### src/common/slink_link_pkg.sv
package slink_link_pkg;

  localparam int link_word_w = 32;

  // channel order matches the payload arrays in the top
  typedef enum logic [2:0] {
    CH_AW,
    CH_W,
    CH_B,
    CH_AR,
    CH_R
  } link_chan_e;

  localparam int num_chan = 5;

  // fixed ids and packet lengths, indexed by link_chan_e
  localparam logic [0:num_chan-1][7:0] chan_data_id =
    {8'h20, 8'h21, 8'h22, 8'h23, 8'h24};
  localparam logic [0:num_chan-1][15:0] chan_word_count =
    {16'd2, 16'd2, 16'd1, 16'd2, 16'd2};

  typedef logic [63:0] chan_payload_t;   // axi beat, zero extended

  typedef struct packed {
    logic                   sop;
    logic [7:0]             data_id;
    logic [15:0]            word_count;
    logic [link_word_w-1:0] app_data;
  } link_tx_t;

  typedef struct packed {
    logic                   sop;
    logic [7:0]             data_id;
    logic [15:0]            word_count;
    logic [link_word_w-1:0] app_data;
    logic                   valid;
    logic                   crc_corrupted;   // meaningful on the last word
  } link_rx_t;

  typedef enum logic {
    ST_IDLE,
    ST_SEND
  } tx_state_e;

endpackage

### src/common/slink_axi_pkg.sv
package slink_axi_pkg;

  localparam int axi_addr_w = 32;
  localparam int axi_data_w = 32;
  localparam int axi_id_w   = 8;

  // ---------------------------------------------------------------------
  // address channels, AW and AR use the same layout
  // ---------------------------------------------------------------------
  typedef struct packed {
    logic [axi_id_w-1:0]   id;
    logic [axi_addr_w-1:0] addr;
    logic [7:0]            len;
    logic [2:0]            size;
    logic [1:0]            burst;
  } axi_addr_t;

  // ---------------------------------------------------------------------
  // data and response channels
  // ---------------------------------------------------------------------
  typedef struct packed {
    logic [axi_id_w-1:0]     id;
    logic [axi_data_w-1:0]   data;
    logic [axi_data_w/8-1:0] strb;   // one bit per byte lane
    logic                    last;
  } axi_wdata_t;

  typedef struct packed {
    logic [axi_id_w-1:0] id;
    logic [1:0]          resp;
  } axi_bresp_t;

  typedef struct packed {
    logic [axi_id_w-1:0]   id;
    logic [axi_data_w-1:0] data;
    logic [1:0]            resp;
    logic                  last;
  } axi_rdata_t;

endpackage
### src/design/slink_axi_top.sv
`timescale 1ns/1ns

module slink_axi_top (
  input  logic                      axi_clk,
  input  logic                      rst,
  // ---------------------------------------------------------------------
  // AXI target
  // ---------------------------------------------------------------------
  input  slink_axi_pkg::axi_addr_t  tgt_aw,
  input  logic                      tgt_awvalid,
  output logic                      tgt_awready,
  input  slink_axi_pkg::axi_wdata_t tgt_w,
  input  logic                      tgt_wvalid,
  output logic                      tgt_wready,
  output slink_axi_pkg::axi_bresp_t tgt_b,
  output logic                      tgt_bvalid,
  input  logic                      tgt_bready,
  input  slink_axi_pkg::axi_addr_t  tgt_ar,
  input  logic                      tgt_arvalid,
  output logic                      tgt_arready,
  output slink_axi_pkg::axi_rdata_t tgt_r,
  output logic                      tgt_rvalid,
  input  logic                      tgt_rready,
  // ---------------------------------------------------------------------
  // AXI initiator
  // ---------------------------------------------------------------------
  output slink_axi_pkg::axi_addr_t  ini_aw,
  output logic                      ini_awvalid,
  input  logic                      ini_awready,
  output slink_axi_pkg::axi_wdata_t ini_w,
  output logic                      ini_wvalid,
  input  logic                      ini_wready,
  input  slink_axi_pkg::axi_bresp_t ini_b,
  input  logic                      ini_bvalid,
  output logic                      ini_bready,
  output slink_axi_pkg::axi_addr_t  ini_ar,
  output logic                      ini_arvalid,
  input  logic                      ini_arready,
  input  slink_axi_pkg::axi_rdata_t ini_r,
  input  logic                      ini_rvalid,
  output logic                      ini_rready,
  // ---------------------------------------------------------------------
  // link
  // ---------------------------------------------------------------------
  output slink_link_pkg::link_tx_t  link_tx,
  input  logic                      tx_advance,
  input  slink_link_pkg::link_rx_t  link_rx
);

  slink_link_pkg::chan_payload_t snd_payload [slink_link_pkg::num_chan];
  slink_link_pkg::chan_payload_t rcv_payload [slink_link_pkg::num_chan];
  logic [slink_link_pkg::num_chan-1:0] snd_valid;
  logic [slink_link_pkg::num_chan-1:0] snd_ready;
  logic [slink_link_pkg::num_chan-1:0] rcv_valid;
  logic [slink_link_pkg::num_chan-1:0] rcv_ready;

  logic [slink_link_pkg::num_chan-1:0]                                  pkt_req;
  logic [slink_link_pkg::num_chan-1:0][slink_link_pkg::link_word_w-1:0] tx_word;
  logic [slink_link_pkg::num_chan-1:0]                                  word_take;
  logic [slink_link_pkg::num_chan-1:0]  rx_word_valid;
  logic                                 rx_sop;
  logic [slink_link_pkg::link_word_w-1:0] rx_app_data;
  logic                                 rx_crc_corrupted;

  // send side, beats zero extended into the payload
  always_comb begin
    snd_payload[slink_link_pkg::CH_AW] = slink_link_pkg::chan_payload_t'(tgt_aw);
    snd_payload[slink_link_pkg::CH_W]  = slink_link_pkg::chan_payload_t'(tgt_w);
    snd_payload[slink_link_pkg::CH_B]  = slink_link_pkg::chan_payload_t'(ini_b);
    snd_payload[slink_link_pkg::CH_AR] = slink_link_pkg::chan_payload_t'(tgt_ar);
    snd_payload[slink_link_pkg::CH_R]  = slink_link_pkg::chan_payload_t'(ini_r);
    snd_valid[slink_link_pkg::CH_AW]   = tgt_awvalid;
    snd_valid[slink_link_pkg::CH_W]    = tgt_wvalid;
    snd_valid[slink_link_pkg::CH_B]    = ini_bvalid;
    snd_valid[slink_link_pkg::CH_AR]   = tgt_arvalid;
    snd_valid[slink_link_pkg::CH_R]    = ini_rvalid;
    rcv_ready[slink_link_pkg::CH_AW]   = ini_awready;
    rcv_ready[slink_link_pkg::CH_W]    = ini_wready;
    rcv_ready[slink_link_pkg::CH_B]    = tgt_bready;
    rcv_ready[slink_link_pkg::CH_AR]   = ini_arready;
    rcv_ready[slink_link_pkg::CH_R]    = tgt_rready;
  end

  assign tgt_awready = snd_ready[slink_link_pkg::CH_AW];
  assign tgt_wready  = snd_ready[slink_link_pkg::CH_W];
  assign ini_bready  = snd_ready[slink_link_pkg::CH_B];
  assign tgt_arready = snd_ready[slink_link_pkg::CH_AR];
  assign ini_rready  = snd_ready[slink_link_pkg::CH_R];

  // receive side, payload cut back to the beat
  assign ini_aw = rcv_payload[slink_link_pkg::CH_AW][$bits(slink_axi_pkg::axi_addr_t)-1:0];
  assign ini_w  = rcv_payload[slink_link_pkg::CH_W][$bits(slink_axi_pkg::axi_wdata_t)-1:0];
  assign tgt_b  = rcv_payload[slink_link_pkg::CH_B][$bits(slink_axi_pkg::axi_bresp_t)-1:0];
  assign ini_ar = rcv_payload[slink_link_pkg::CH_AR][$bits(slink_axi_pkg::axi_addr_t)-1:0];
  assign tgt_r  = rcv_payload[slink_link_pkg::CH_R][$bits(slink_axi_pkg::axi_rdata_t)-1:0];

  assign ini_awvalid = rcv_valid[slink_link_pkg::CH_AW];
  assign ini_wvalid  = rcv_valid[slink_link_pkg::CH_W];
  assign tgt_bvalid  = rcv_valid[slink_link_pkg::CH_B];
  assign ini_arvalid = rcv_valid[slink_link_pkg::CH_AR];
  assign tgt_rvalid  = rcv_valid[slink_link_pkg::CH_R];

  // ---------------------------------------------------------------------
  // channels
  // ---------------------------------------------------------------------
  for (genvar i = 0; i < slink_link_pkg::num_chan; i++) begin : g_chan
    slink_channel #(
      .chan  (slink_link_pkg::link_chan_e'(i)),
      .depth (4)
    ) u_channel (
      .axi_clk       (axi_clk),
      .rst           (rst),
      .snd_payload   (snd_payload[i]),
      .snd_valid     (snd_valid[i]),
      .snd_ready     (snd_ready[i]),
      .pkt_req       (pkt_req[i]),
      .tx_word       (tx_word[i]),
      .word_take     (word_take[i]),
      .word_valid    (rx_word_valid[i]),
      .sop           (rx_sop),
      .app_data      (rx_app_data),
      .crc_corrupted (rx_crc_corrupted),
      .rcv_payload   (rcv_payload[i]),
      .rcv_valid     (rcv_valid[i]),
      .rcv_ready     (rcv_ready[i])
    );
  end

  // ---------------------------------------------------------------------
  // routing
  // ---------------------------------------------------------------------
  slink_tx_router u_tx_router (
    .axi_clk    (axi_clk),
    .rst        (rst),
    .pkt_req    (pkt_req),
    .tx_word    (tx_word),
    .word_take  (word_take),
    .link_tx    (link_tx),
    .tx_advance (tx_advance)
  );

  slink_rx_router u_rx_router (
    .axi_clk       (axi_clk),
    .rst           (rst),
    .link_rx       (link_rx),
    .word_valid    (rx_word_valid),
    .sop           (rx_sop),
    .app_data      (rx_app_data),
    .crc_corrupted (rx_crc_corrupted)
  );

endmodule

### src/router/slink_rx_router.sv
`timescale 1ns/1ns

module slink_rx_router (
  input  logic                                   axi_clk,
  input  logic                                   rst,
  input  slink_link_pkg::link_rx_t               link_rx,
  output logic [slink_link_pkg::num_chan-1:0]    word_valid,
  output logic                                   sop,
  output logic [slink_link_pkg::link_word_w-1:0] app_data,
  output logic                                   crc_corrupted
);

  logic                       id_hit;
  slink_link_pkg::link_chan_e id_chan;
  slink_link_pkg::link_chan_e cur_chan;
  logic                       in_pkt;
  logic [15:0]                left;

  // id and length must both match the table
  always_comb begin
    id_hit  = 1'b0;
    id_chan = slink_link_pkg::CH_AW;
    for (int k = 0; k < slink_link_pkg::num_chan; k++) begin
      if (link_rx.data_id == slink_link_pkg::chan_data_id[k] &&
          link_rx.word_count == slink_link_pkg::chan_word_count[k]) begin
        id_hit  = 1'b1;
        id_chan = slink_link_pkg::link_chan_e'(k);
      end
    end
  end

  always_comb begin
    word_valid = '0;
    if (link_rx.valid) begin
      if (link_rx.sop) begin
        if (id_hit) begin
          word_valid[id_chan] = 1'b1;
        end
      end else if (in_pkt) begin
        word_valid[cur_chan] = 1'b1;   // rest of the packet
      end
    end
  end

  always_ff @(posedge axi_clk) begin
    if (rst) begin
      in_pkt   <= 1'b0;
      left     <= '0;
      cur_chan <= slink_link_pkg::CH_AW;
    end else if (link_rx.valid) begin
      if (link_rx.sop) begin
        in_pkt   <= id_hit && (link_rx.word_count > 16'd1);
        left     <= link_rx.word_count - 16'd1;
        cur_chan <= id_chan;
      end else if (in_pkt) begin
        left <= left - 16'd1;
        if (left == 16'd1) begin
          in_pkt <= 1'b0;
        end
      end
    end
  end

  // shared by all channels, word_valid picks the owner
  assign sop           = link_rx.sop;
  assign app_data      = link_rx.app_data;
  assign crc_corrupted = link_rx.crc_corrupted;

endmodule

### src/router/slink_tx_router.sv
`timescale 1ns/1ns

module slink_tx_router (
  input  logic                                                              axi_clk,
  input  logic                                                              rst,
  input  logic [slink_link_pkg::num_chan-1:0]                               pkt_req,
  input  logic [slink_link_pkg::num_chan-1:0][slink_link_pkg::link_word_w-1:0] tx_word,
  output logic [slink_link_pkg::num_chan-1:0]                               word_take,
  output slink_link_pkg::link_tx_t                                          link_tx,
  input  logic                                                              tx_advance
);

  slink_link_pkg::tx_state_e  state;
  slink_link_pkg::link_chan_e grant;
  slink_link_pkg::link_chan_e nxt_chan;
  logic                       nxt_found;
  logic [15:0]                word_cnt;
  logic                       last_word;
  int                         rr_idx;

  // round robin, search starts after the last granted channel
  always_comb begin
    nxt_found = 1'b0;
    nxt_chan  = grant;
    rr_idx    = 0;
    for (int k = 1; k <= slink_link_pkg::num_chan; k++) begin
      rr_idx = (int'(grant) + k) % slink_link_pkg::num_chan;
      if (!nxt_found && pkt_req[rr_idx]) begin
        nxt_found = 1'b1;
        nxt_chan  = slink_link_pkg::link_chan_e'(rr_idx);
      end
    end
  end

  assign last_word = word_cnt == slink_link_pkg::chan_word_count[grant] - 16'd1;

  always_ff @(posedge axi_clk) begin
    if (rst) begin
      state    <= slink_link_pkg::ST_IDLE;
      grant    <= slink_link_pkg::CH_R;   // first search begins at CH_AW
      word_cnt <= '0;
    end else begin
      case (state)
        slink_link_pkg::ST_IDLE: begin
          if (nxt_found) begin
            grant    <= nxt_chan;
            word_cnt <= '0;
            state    <= slink_link_pkg::ST_SEND;
          end
        end
        slink_link_pkg::ST_SEND: begin
          if (tx_advance) begin
            if (last_word) begin
              state <= slink_link_pkg::ST_IDLE;   // release grant
            end else begin
              word_cnt <= word_cnt + 16'd1;
            end
          end
        end
        default: state <= slink_link_pkg::ST_IDLE;
      endcase
    end
  end

  // outputs come from registered state only, so they hold without tx_advance
  always_comb begin
    link_tx.sop        = (state == slink_link_pkg::ST_SEND) && (word_cnt == '0);
    link_tx.data_id    = slink_link_pkg::chan_data_id[grant];
    link_tx.word_count = slink_link_pkg::chan_word_count[grant];
    link_tx.app_data   = tx_word[grant];
  end

  always_comb begin
    word_take = '0;
    if (state == slink_link_pkg::ST_SEND && tx_advance) begin
      word_take[grant] = 1'b1;
    end
  end

endmodule

### src/channel/slink_channel.sv
`timescale 1ns/1ns

module slink_channel #(
  parameter slink_link_pkg::link_chan_e chan = slink_link_pkg::CH_AW,
  parameter int                         depth = 4
) (
  input  logic                                      axi_clk,
  input  logic                                      rst,
  // send side
  input  slink_link_pkg::chan_payload_t             snd_payload,
  input  logic                                      snd_valid,
  output logic                                      snd_ready,
  // transmit router
  output logic                                      pkt_req,
  output logic [slink_link_pkg::link_word_w-1:0]    tx_word,
  input  logic                                      word_take,
  // receive router
  input  logic                                      word_valid,
  input  logic                                      sop,
  input  logic [slink_link_pkg::link_word_w-1:0]    app_data,
  input  logic                                      crc_corrupted,
  // receive side
  output slink_link_pkg::chan_payload_t             rcv_payload,
  output logic                                      rcv_valid,
  input  logic                                      rcv_ready
);

  slink_link_pkg::chan_payload_t snd_head;
  logic                          snd_full;
  logic                          snd_empty;
  logic                          snd_pop;
  logic [15:0]                   snd_idx;
  logic                          snd_last;

  slink_link_pkg::chan_payload_t asm_q;
  slink_link_pkg::chan_payload_t asm_next;
  logic [15:0]                   rcv_idx;
  logic [15:0]                   rcv_slot;
  logic                          rcv_last;
  logic                          rcv_push;
  logic                          rcv_full;
  logic                          rcv_empty;

  // ---------------------------------------------------------------------
  // send: buffer beats, hand out one link word at a time
  // ---------------------------------------------------------------------
  assign snd_ready = !snd_full;
  assign pkt_req   = !snd_empty;
  assign snd_last  = snd_idx == slink_link_pkg::chan_word_count[chan] - 16'd1;
  assign snd_pop   = word_take && snd_last;
  assign tx_word   = snd_head[snd_idx*slink_link_pkg::link_word_w +: slink_link_pkg::link_word_w];

  slink_fifo #(.depth(depth)) u_snd_fifo (
    .axi_clk (axi_clk),
    .rst     (rst),
    .wr_en   (snd_valid && snd_ready),
    .wr_data (snd_payload),
    .rd_en   (snd_pop),
    .rd_data (snd_head),
    .full    (snd_full),
    .empty   (snd_empty)
  );

  always_ff @(posedge axi_clk) begin
    if (rst) begin
      snd_idx <= '0;
    end else if (word_take) begin
      snd_idx <= snd_last ? '0 : snd_idx + 16'd1;
    end
  end

  // ---------------------------------------------------------------------
  // receive: collect words from sop, push the beat on the last one
  // ---------------------------------------------------------------------
  always_comb begin
    rcv_slot = sop ? '0 : rcv_idx;
    asm_next = sop ? '0 : asm_q;   // clear leftovers of a longer packet
    asm_next[rcv_slot*slink_link_pkg::link_word_w +: slink_link_pkg::link_word_w] = app_data;
  end

  assign rcv_last  = word_valid && (rcv_slot == slink_link_pkg::chan_word_count[chan] - 16'd1);
  assign rcv_push  = rcv_last && !crc_corrupted && !rcv_full;   // bad or overflowing packet dropped
  assign rcv_valid = !rcv_empty;

  always_ff @(posedge axi_clk) begin
    if (word_valid) begin
      asm_q <= asm_next;
    end
  end

  always_ff @(posedge axi_clk) begin
    if (rst) begin
      rcv_idx <= '0;
    end else if (word_valid) begin
      rcv_idx <= rcv_last ? '0 : rcv_slot + 16'd1;
    end
  end

  slink_fifo #(.depth(depth)) u_rcv_fifo (
    .axi_clk (axi_clk),
    .rst     (rst),
    .wr_en   (rcv_push),
    .wr_data (asm_next),
    .rd_en   (rcv_valid && rcv_ready),
    .rd_data (rcv_payload),
    .full    (rcv_full),
    .empty   (rcv_empty)
  );

endmodule

### src/design/slink_fifo.sv
`timescale 1ns/1ns

module slink_fifo #(
  parameter int depth = 4
) (
  input  logic                          axi_clk,
  input  logic                          rst,
  input  logic                          wr_en,
  input  slink_link_pkg::chan_payload_t wr_data,
  input  logic                          rd_en,
  output slink_link_pkg::chan_payload_t rd_data,
  output logic                          full,
  output logic                          empty
);

  slink_link_pkg::chan_payload_t mem [depth];
  logic [$clog2(depth)-1:0]      wr_ptr;
  logic [$clog2(depth)-1:0]      rd_ptr;
  logic [$clog2(depth):0]        count;
  logic                          push;
  logic                          pop;

  assign push    = wr_en && !full;
  assign pop     = rd_en && !empty;
  assign full    = int'(count) == depth;
  assign empty   = count == '0;
  assign rd_data = mem[rd_ptr];   // head is visible without a read

  always_ff @(posedge axi_clk) begin
    if (push) begin
      mem[wr_ptr] <= wr_data;
    end
  end

  always_ff @(posedge axi_clk) begin
    if (rst) begin
      wr_ptr <= '0;
      rd_ptr <= '0;
      count  <= '0;
    end else begin
      if (push) begin
        wr_ptr <= (int'(wr_ptr) == depth - 1) ? '0 : wr_ptr + 1'b1;
      end
      if (pop) begin
        rd_ptr <= (int'(rd_ptr) == depth - 1) ? '0 : rd_ptr + 1'b1;
      end
      case ({push, pop})
        2'b10:   count <= count + 1'b1;
        2'b01:   count <= count - 1'b1;
        default: ;
      endcase
    end
  end

endmodule

### config.mk
export PLATFORM = sky130hd
export DESIGN_NAME = slink_axi_top
export DESIGN_NICKNAME = d
export VERILOG_FILES = /design/src/common/slink_link_pkg.sv /design/src/common/slink_axi_pkg.sv /design/src/design/slink_axi_top.sv /design/src/router/slink_rx_router.sv /design/src/router/slink_tx_router.sv /design/src/channel/slink_channel.sv /design/src/design/slink_fifo.sv
export SDC_FILE = /design/constraint.sdc
export NUM_CORES = 2
export LEC_CHECK = 0
export BUFFER_PORTS_ARGS = -buffer_cell sky130_fd_sc_hd__buf_4
export CORE_ASPECT_RATIO = 0.6
export CORE_UTILIZATION = 53
export DETAILED_ROUTE_END_ITERATION = 8
export GPL_TIMING_DRIVEN = 0
export HOLD_SLACK_MARGIN = 0.08
export PLACE_DENSITY = 0.79
export SLEW_MARGIN = 40
export SYNTH_ARGS = -nofsm -noshare
export SYNTH_HDL_FRONTEND = slang
export SYNTH_SLANG_ARGS = --single-unit
### constraint.sdc
create_clock -name axi_clk -period 15.3 [get_ports axi_clk]
set_input_delay 0 -clock axi_clk [delete_from_list [all_inputs] [get_ports axi_clk]]
set_output_delay 0 -clock axi_clk [all_outputs]
set_load 0.005 [all_outputs]
* After elaboration in Yosys (flattened, before gate mapping) *
Memory sizes are Yosys's and may differ from the RTL's. A register that Yosys moved wholly into a read port is not among the register bits.
Cells that the tools add are included.

operators by class
  bitwise gates (word level) = 2
  add/sub/neg operators = 64
  muxes and demuxes = 159
  multipliers = 0
  shift-type cells = 15
  order comparisons = 13
  divide/modulo/power cells = 5
  reduce and logical (&&, ||, !) cells = 119
  eq/ne operators = 70

operators by type and width
  cell                        number
  $mux W16                    22
  $bwmux W64                  5
  $mux W64                    5
  $shift A32 B34 Y64 const A  5
  $shiftx A32 B34 Y64         5
  $shiftx A64 B22 Y32         5
  $add A16 B1 Y16 const B     11
  $neg A21 Y34                5
  $eq A16 B1 Y1 const B       10
  $lt A32 B5 Y1 const B       5
  $mod A32 B4 Y32 const B     5
  $bmux W32 S3                1
  $mux W2                     42
  $logic_and A1 B1 Y1         65
  $eq A2 B1 Y1 const B        30
  $pmux W3 S2                 10
  $mux W1                     50
  $logic_not A16 Y1           3
  $sub A16 B1 Y16 const B     3
  $add A2 B1 Y2 const B       20
  $eq A8 B6 Y1 const B        5
  $mux W32                    1
  $pmux W16 S2                1
  $add A3 B1 Y3 const B       10
  28 further kinds            123

word-level totals
  bits in read-only memories = 192
  bits in latches = 0
  memories = 12
  output and inout port bits = 271
  flip-flop bits (word level) = 590
  bits in writable memories = 2,096
  bits of input ports = 276

memories
  memory                              words  width  read ports  clocked after memory_dff  wr ports  RTL line          text
  g_chan[0].u_channel.u_rcv_fifo.mem  4      64     1           1                         1         slink_fifo.sv:16  slink_link_pkg::chan_payload_t mem [depth];
  g_chan[1].u_channel.u_rcv_fifo.mem  4      64     1           1                         1         slink_fifo.sv:16
  g_chan[2].u_channel.u_rcv_fifo.mem  4      64     1           1                         1         slink_fifo.sv:16
  g_chan[3].u_channel.u_rcv_fifo.mem  4      64     1           1                         1         slink_fifo.sv:16
  g_chan[4].u_channel.u_rcv_fifo.mem  4      64     1           1                         1         slink_fifo.sv:16
  g_chan[0].u_channel.u_snd_fifo.mem  4      53     1           1                         1         slink_fifo.sv:16
  +6 memories                         -      -      -           -                         -         -

* Depth between registers and ports, before layout *
  word-level depth = 20
  mapped depth = 24
  depth with buffers taken out = 18

* Hierarchy *
Synthesis repeated with hierarchy kept, for this count alone.

second synthesis, totals
  cell total of the unflattened synthesis = 7,652
  area, all modules = 131,591.2 sq um

by module, submodules not included
  module                                   instances  cells each  sequential area each (sq um)  area each (sq um)
  slink_fifo                               10         388         7,867.5                       9,705.6
  slink_channel (g_chan[0].u_channel ...)  3          608         2,562.5                       5,559.1
  slink_channel (g_chan[2].u_channel)      1          574         2,562.5                       5,930.7
  slink_channel (g_chan[4].u_channel)      1          603         2,562.5                       5,729.2
  slink_tx_router                          1          504         400.4                         4,294.1
  slink_rx_router                          1          266         400.4                         1,900.6
  slink_axi_top                            1          1           0.0                           3.8

* Worst setup path before layout *
OpenSTA, ideal clock, no wires.

  kind = register to register
  start point = reg u_tx_router.grant[0]
  end point = reg u_tx_router.word_cnt[14]
  arrival time = 5.286 ns
  path slack = 9.900 ns
  path buffers = 5
  cell stages (with the launch flop) = 24
  data required time = 15.185 ns
  setup time = 0.115 ns
  cell sequence = dfxtp_1 buf_4 clkinv_1 clkbuf_1 buf_1 ha_1 buf_2 xnor2_1 inv_2 ha_1 or3b_1 o22ai_1 or2_1 ha_1 nand2b_1 o2111ai_1 o211ai_2 a311o_1 a32oi_4 nand3_4 o41ai_4 buf_2 nor4_1 o21a_1

on the way
  word-level cells in the longest chain between the ends = 20
  elaborated cells between the ends (all ways) = 47

RTL lines
  item                                         RTL line               text
  start: declaration                           slink_tx_router.sv:14  slink_link_pkg::link_chan_e grant;
  start signal: assignment                     slink_tx_router.sv:40  grant <= slink_link_pkg::CH_R;
  start signal: assignment                     slink_tx_router.sv:46  grant <= nxt_chan;
  $add A3 B1 Y4                                slink_tx_router.sv:27  rr_idx = (int'(grant) + k) % slink_link_pkg::num_chan;
  $mod A32 B4 Y32                              slink_tx_router.sv:27
  $bmux W1 S3                                  slink_tx_router.sv:28  if (!nxt_found && pkt_req[rr_idx]) begin
  $mux W1 (implied by the code) (2 in series)  slink_tx_router.sv:28
  $mux W1                                      slink_tx_router.sv:28
  $logic_not A1 Y1                             slink_tx_router.sv:28
  $logic_and A1 B1 Y1                          slink_tx_router.sv:28
  $mux W1                                      slink_tx_router.sv:28
  [... 3 more ...]                             -
  $logic_not A1 Y1                             slink_tx_router.sv:28
  $logic_and A1 B1 Y1                          slink_tx_router.sv:28
  $mux W1                                      slink_tx_router.sv:28
  $logic_not A1 Y1                             slink_tx_router.sv:28
  $logic_and A1 B1 Y1                          slink_tx_router.sv:28
  $mux W1                                      slink_tx_router.sv:28
  $ne A2 B1 Y1 (no source line)                -
  $reduce_and A3 Y1 (no source line) *         -
  end signal: assignment                       slink_tx_router.sv:56  word_cnt <= word_cnt + 16'd1;
  end: declaration                             slink_tx_router.sv:17  logic [15:0] word_cnt;

Mark *: on every way between the ends. The rest lies on a longest branch, timed or not. The select of a mux whose other input is x is not followed.
A chain may end at the register's enable or synchronous reset.

* Final worst setup path *
  start point = in link_rx[58] (netlist bit)
  end point = mem g_chan[1].u_channel.u_rcv_fifo.mem[1][16] (netlist bit) (data pin)

on the way
  word-level cells in the longest chain between the ends = 4
  elaborated cells between the ends (all ways) = 6

RTL lines
  item                                                              RTL line             text
  start: declaration                                                slink_axi_top.sv:47  input slink_link_pkg::link_rx_t link_rx
  $mux W16                                                          slink_channel.sv:76  rcv_slot = sop ? '0 : rcv_idx;
  $neg A21 Y34                                                      slink_channel.sv:78  asm_next[rcv_slot*slink_link_pkg::link_word_w +: slink_link_pkg::link_word_w] = app_data;
  $shiftx A32 B34 Y64 / $shift A32 B34 Y64 (equally long branches)  slink_channel.sv:78
  $bwmux W64 *                                                      slink_channel.sv:78
  net g_chan[1].u_channel.asm_next[16]                              slink_channel.sv:36  slink_link_pkg::chan_payload_t asm_next;
  end: declaration                                                  slink_fifo.sv:16

The timed path passes the listed nets; every way through them passes the cells marked *.

==> flow_summary_export.csv <==
group,metric,value,unit
final_layout,num-nets-final,7244,
clock_network,cts_buffers,194,
drt,firstDrtPassIters,8,
clock_network,cts_tree,"yes",
timing,tightest_slew,1.04,ns
final_layout,drive_above_1_share,0.238,
global_routing,global_route.overflow_total,0,
hold_path,worst_hold_path_type,"primary input to flip-flop",
drt,detailed_route_wire_length,258000,um
floorplanning,floorplan.die_area,169000,um2
logic_synthesis,yosys_warnings,0,
floorplanning,floorplan.die.height,319,um
logic_synthesis,synth.largest_area_cell,"edfxtp_1",
drt,route.vias.total,57979,
drt,drt-vias-per-instance,6.26,
power_and_ir_drop,power.share.sequential,0.478,
worst_setup_path,crit_path_start_kind,"primary input",
clock_network,clk_pin_slew,0.06,ns
place,placed_cells_incl_taps,8348,
logic_synthesis,synth.top_cell.area_share,0.622,
logic_synthesis,syn_avg_cell_area,16.0,um2
worst_setup_path,kind_of_end_point_of_the_critical_path,"flip-flop",
drt,postRouteAntennaNets,0,
floorplanning,initial_core_utilization,0.537,
floorplanning,fp.coreArea,165000,um2
clock_network,cts_post_setup_buffers_inserted,0,
clock_network,cts_max_path_buffers,4,
place,place.gp.congestion,0.925,
power_and_ir_drop,sw_frac_of_total,0.270,
clock_network,tritoncts_num_sinks,2126,
drt,drt_first_iter_violations,8393,
power_and_ir_drop,power.density,125,nW/um2
final_layout,layout.cell_area.non_filler,108000,um2
logic_synthesis,netlist_instances,5531,
logic_synthesis,number_of_synthesized_register_bits,2126,
power_and_ir_drop,power.static_leakage,36.4,nW
power_and_ir_drop,combinational_power_share,0.162,
timing,finClkSkew,0.0567,ns
timing,timing.final.hold_violations,0,
timing,rsz0062_at_grt,"no",
timing,setup_viol_count_final,0,
logic_synthesis,synth-edff-count,1836,
power_and_ir_drop,power.ir.vdd_worst,0.000140,V
logic_synthesis,main_flop_type_after_synthesis,"edfxtp_1",
worst_setup_path,critPathArrivalTime,8.47,ns
final_layout,layout.cells.non_filler,9269,
logic_synthesis,yosys-top-cells-area,"edfxtp_1, mux4_2, dfxtp_1",
logic_synthesis,synth_sequential_area_ratio,0.687,
worst_setup_path,critPathKind,"primary input to flip-flop",
power_and_ir_drop,clockPowerShare,0.360,
logic_synthesis,asyncSetResetFlopFracSynth,0,
floorplanning,std_cell_rows,115,
place,io_buffers,527,
global_routing,via_count_of_the_first_global_routing_pass,56102,
logic_synthesis,netlist-cell-type-count,102,
timing,timing.final.crit_share,0.517,
outcome,outcome,"finished clean",
floorplanning,top_level_ports,547,
power_and_ir_drop,switchingPower,3.64,mW
final_layout,synth_to_final_area_change,22.0,%
worst_setup_path,worstPathRequired,15.86,ns
run,max_cap_viol_count,0,
clock_network,worstSkewPairLatency,0.83,ns
drt,post_drt_wl_per_cell,27.8,um
place,place_area,96700,um2
timing,setup_tns,0,ns
global_routing,grt_max_degree,38,
timing,slew_headroom,0.304,
timing,post-route-min-period,7.90,ns
global_routing,antenna_found_initial,57,
clock_network,htree_levels,4,
floorplanning,chipWidth,530,um
worst_setup_path,critical_path_peak_fanout,10,
global_routing,grtUsageTotal,0.299,
logic_synthesis,netlist_area,88700,um2
power_and_ir_drop,cell_internal_pwr,9.85,mW
place,dp_hpwl,169000,um
timing,final-max-slew-violation-count,0,
timing,maxClockFrequency,0.127,GHz
drt,drc,0,
clock_network,cts-root-buf,"clkbuf_16",
global_routing,wire_length_of_the_first_global_routing_pass,371000,um
[power by group through the flow]
stage	sequential [mW]	combinational, mW	clock [mW]
finish	6.45	2.18	4.86
global route	6.45	2.27	5.10
CTS	6.44	2.05	4.86
detailed placement	6.57	1.92	0
global placement	6.56	1.86	0
floorplan	6.55	1.15	0
[state kept, by name, summed over array words and instances (netlist names), named ones only]
name and cells:
g_chan.u_channel.u_rcv_fifo.rd_ptr 10, g_chan.u_channel.u_rcv_fifo.count 15, u_rx_router.left 16, g_chan.u_channel.u_snd_fifo.mem 816, u_tx_router.word_cnt 16, g_chan.u_channel.u_snd_fifo.count 15
g_chan.u_channel.u_rcv_fifo.mem 816, u_rx_router.in_pkt 1, g_chan.u_channel.asm_q 204, g_chan.u_channel.rcv_idx 80, u_tx_router.grant 3, u_tx_router.state 1
u_rx_router.cur_chan 3, g_chan.u_channel.snd_idx 80, g_chan.u_channel.u_snd_fifo.wr_ptr 10, g_chan.u_channel.u_rcv_fifo.wr_ptr 10, g_chan.u_channel.u_snd_fifo.rd_ptr 10
[critical path, stage by stage]
cell and delay (ns):
dlygate4sd3_1 0.54, buf_4 0.20, buf_2 0.25, inv_1 0.30, clkbuf_2 0.47, clkbuf_1 0.68, clkbuf_1 0.65, clkbuf_1 0.67
clkbuf_2 0.60, nand2_1 0.22, ha_1 0.23, clkbuf_1 0.21, xnor2_1 0.57, a22oi_1 0.19, o31ai_1 0.29, nand2_1 0.12
or4_1 0.66, nor2_1 0.71, buf_2 0.43, mux2_2 0.43
[worst paths after layout]
path                                                         start                                                     to  slack (ns)  cells after the start
max                                                    link_rx[58]    g_chan[1].u_channel.u_rcv_fifo.mem[1][16]$_DFFE_PP_        7.40                     20
min                                                     tgt_bready  g_chan[2].u_channel.u_rcv_fifo.rd_ptr[1]$_SDFFE_PP0P_        0.14                      5
max reg2reg                      u_tx_router.grant[0]$_SDFFE_PP0P_                   u_tx_router.word_cnt[3]$_SDFFE_PP0P_        8.39                     24
min reg2reg  g_chan[1].u_channel.u_snd_fifo.rd_ptr[1]$_SDFFE_PP0P_                                              flip-flop        0.49                      2
[through the flow]
step / setup slack, ns / utilization / hold slack, ns / power, mW
after floorplan: 9.90 / - / 0.0989 / 7.71
after global placement: 6.92 / 0.579 / 0.199 / 8.42
after detailed placement: 7.26 / 0.586 / 0.203 / 8.49
after CTS: 7.62 / 0.654 / 0.0860 / 13.3
after global routing: 7.43 / 0.655 / 0.129 / 13.8
final: 7.40 / 0.656 / 0.138 / 13.5
[synth_stat cells, types with 10 or more instances]
cell type  count
and2_1        39
a31oi_1       25
fa_1          10
o21ai_0      175
nand4_1       35
and3_1        72
a211oi_1      31
a22oi_1       16
o221ai_1      13
nor3_1        87
nor3b_1       22
buf_4         26
nor2_1       284
xnor2_1       46
nor4_1        48
ha_1         116
mux4_2       413
nor2b_1      180
xor2_1        81
nand3_1      129
or2_2         11
mux2i_1       64
inv_1        122
a21oi_1      276
nand2_1      315
nand2b_1      17
dfxtp_1      290
or4_1         21
buf_2         20
o31ai_1       16
o22ai_1       17
o211ai_1      14
edfxtp_1    1836
or3_1         63
clkbuf_1     205
mux2_2       169
buf_1         55
nand3b_1      14
[layer usage]
metal / up-vias / global-route usage / part of all wire
li1: 24170 / - / -
met1: 29126 / 0.430 / 0.38
met2: 4051 / 0.437 / 0.44
met3: 618 / 0.0928 / 0.14
met4: 14 / 0.0952 / 0.035
met5: - / 0 / 0.00039
[kinds of logic (layout without fill, tap and decap cells)]
| group | Yosys count | count (layout) | synth area share |
|---|---|---|---|
| DFF | 2126 | 2126 | 0.687 |
| and+or+nand+nor | 1383 | 1383 | 0.0801 |
| AOI/OAI and AO/OA | 674 | 674 | 0.0463 |
| muxes | 655 | 655 | 0.135 |
| buffers and inverters | 437 | 1884 | 0.0202 |
| xor gates and xnor gates | 128 | 128 | 0.0127 |
| adders and majority gates | 126 | 126 | 0.0186 |
| other | 2 | 70 | 0.0000847 |
[timing repair]
action                     CTS  global route
gates resized for setup      0             0
hold buffers               515             0
hold endpoints to repair  2950             0
[placed cells by master (no fill, tap or decap), types with 18 or more instances in the layout]
master,n
a211oi_1,31
a21oi_1,272
a31oi_1,23
and2_1,23
and3_1,56
buf_1,19
buf_12,35
buf_2,58
buf_4,558
bufinv_16,18
clkbuf_1,209
clkbuf_16,195
clkbuf_2,37
clkinv_1,41
clkinv_2,32
conb_1,19
dfxtp_1,290
diode_2,51
dlygate4sd3_1,515
edfxtp_1,1836
ha_1,116
inv_1,121
mux2_2,169
mux2i_1,64
mux4_2,413
nand2_1,315
nand3_1,129
nand4_1,35
nor2_1,284
nor2b_1,180
nor3_1,81
nor3b_1,22
nor4_1,44
o21ai_0,165
or3_1,63
or4_1,21
xnor2_1,46
xor2_1,81
[final cells by class]
type / count / area [um2]
flip-flops and latches: 2126 / 60900
fillers: 10717 / 56800
multi-input cells: 2985 / 26300
repair buffers: 1098 / 10100
clock buffers: 234 / 5040
well taps: 2223 / 2780
plain buffers: 310 / 1410
clock inverters: 115 / 1120
inverters: 127 / 479
diodes: 51 / 128
Note: power is estimated with default switching activity, not from simulation.
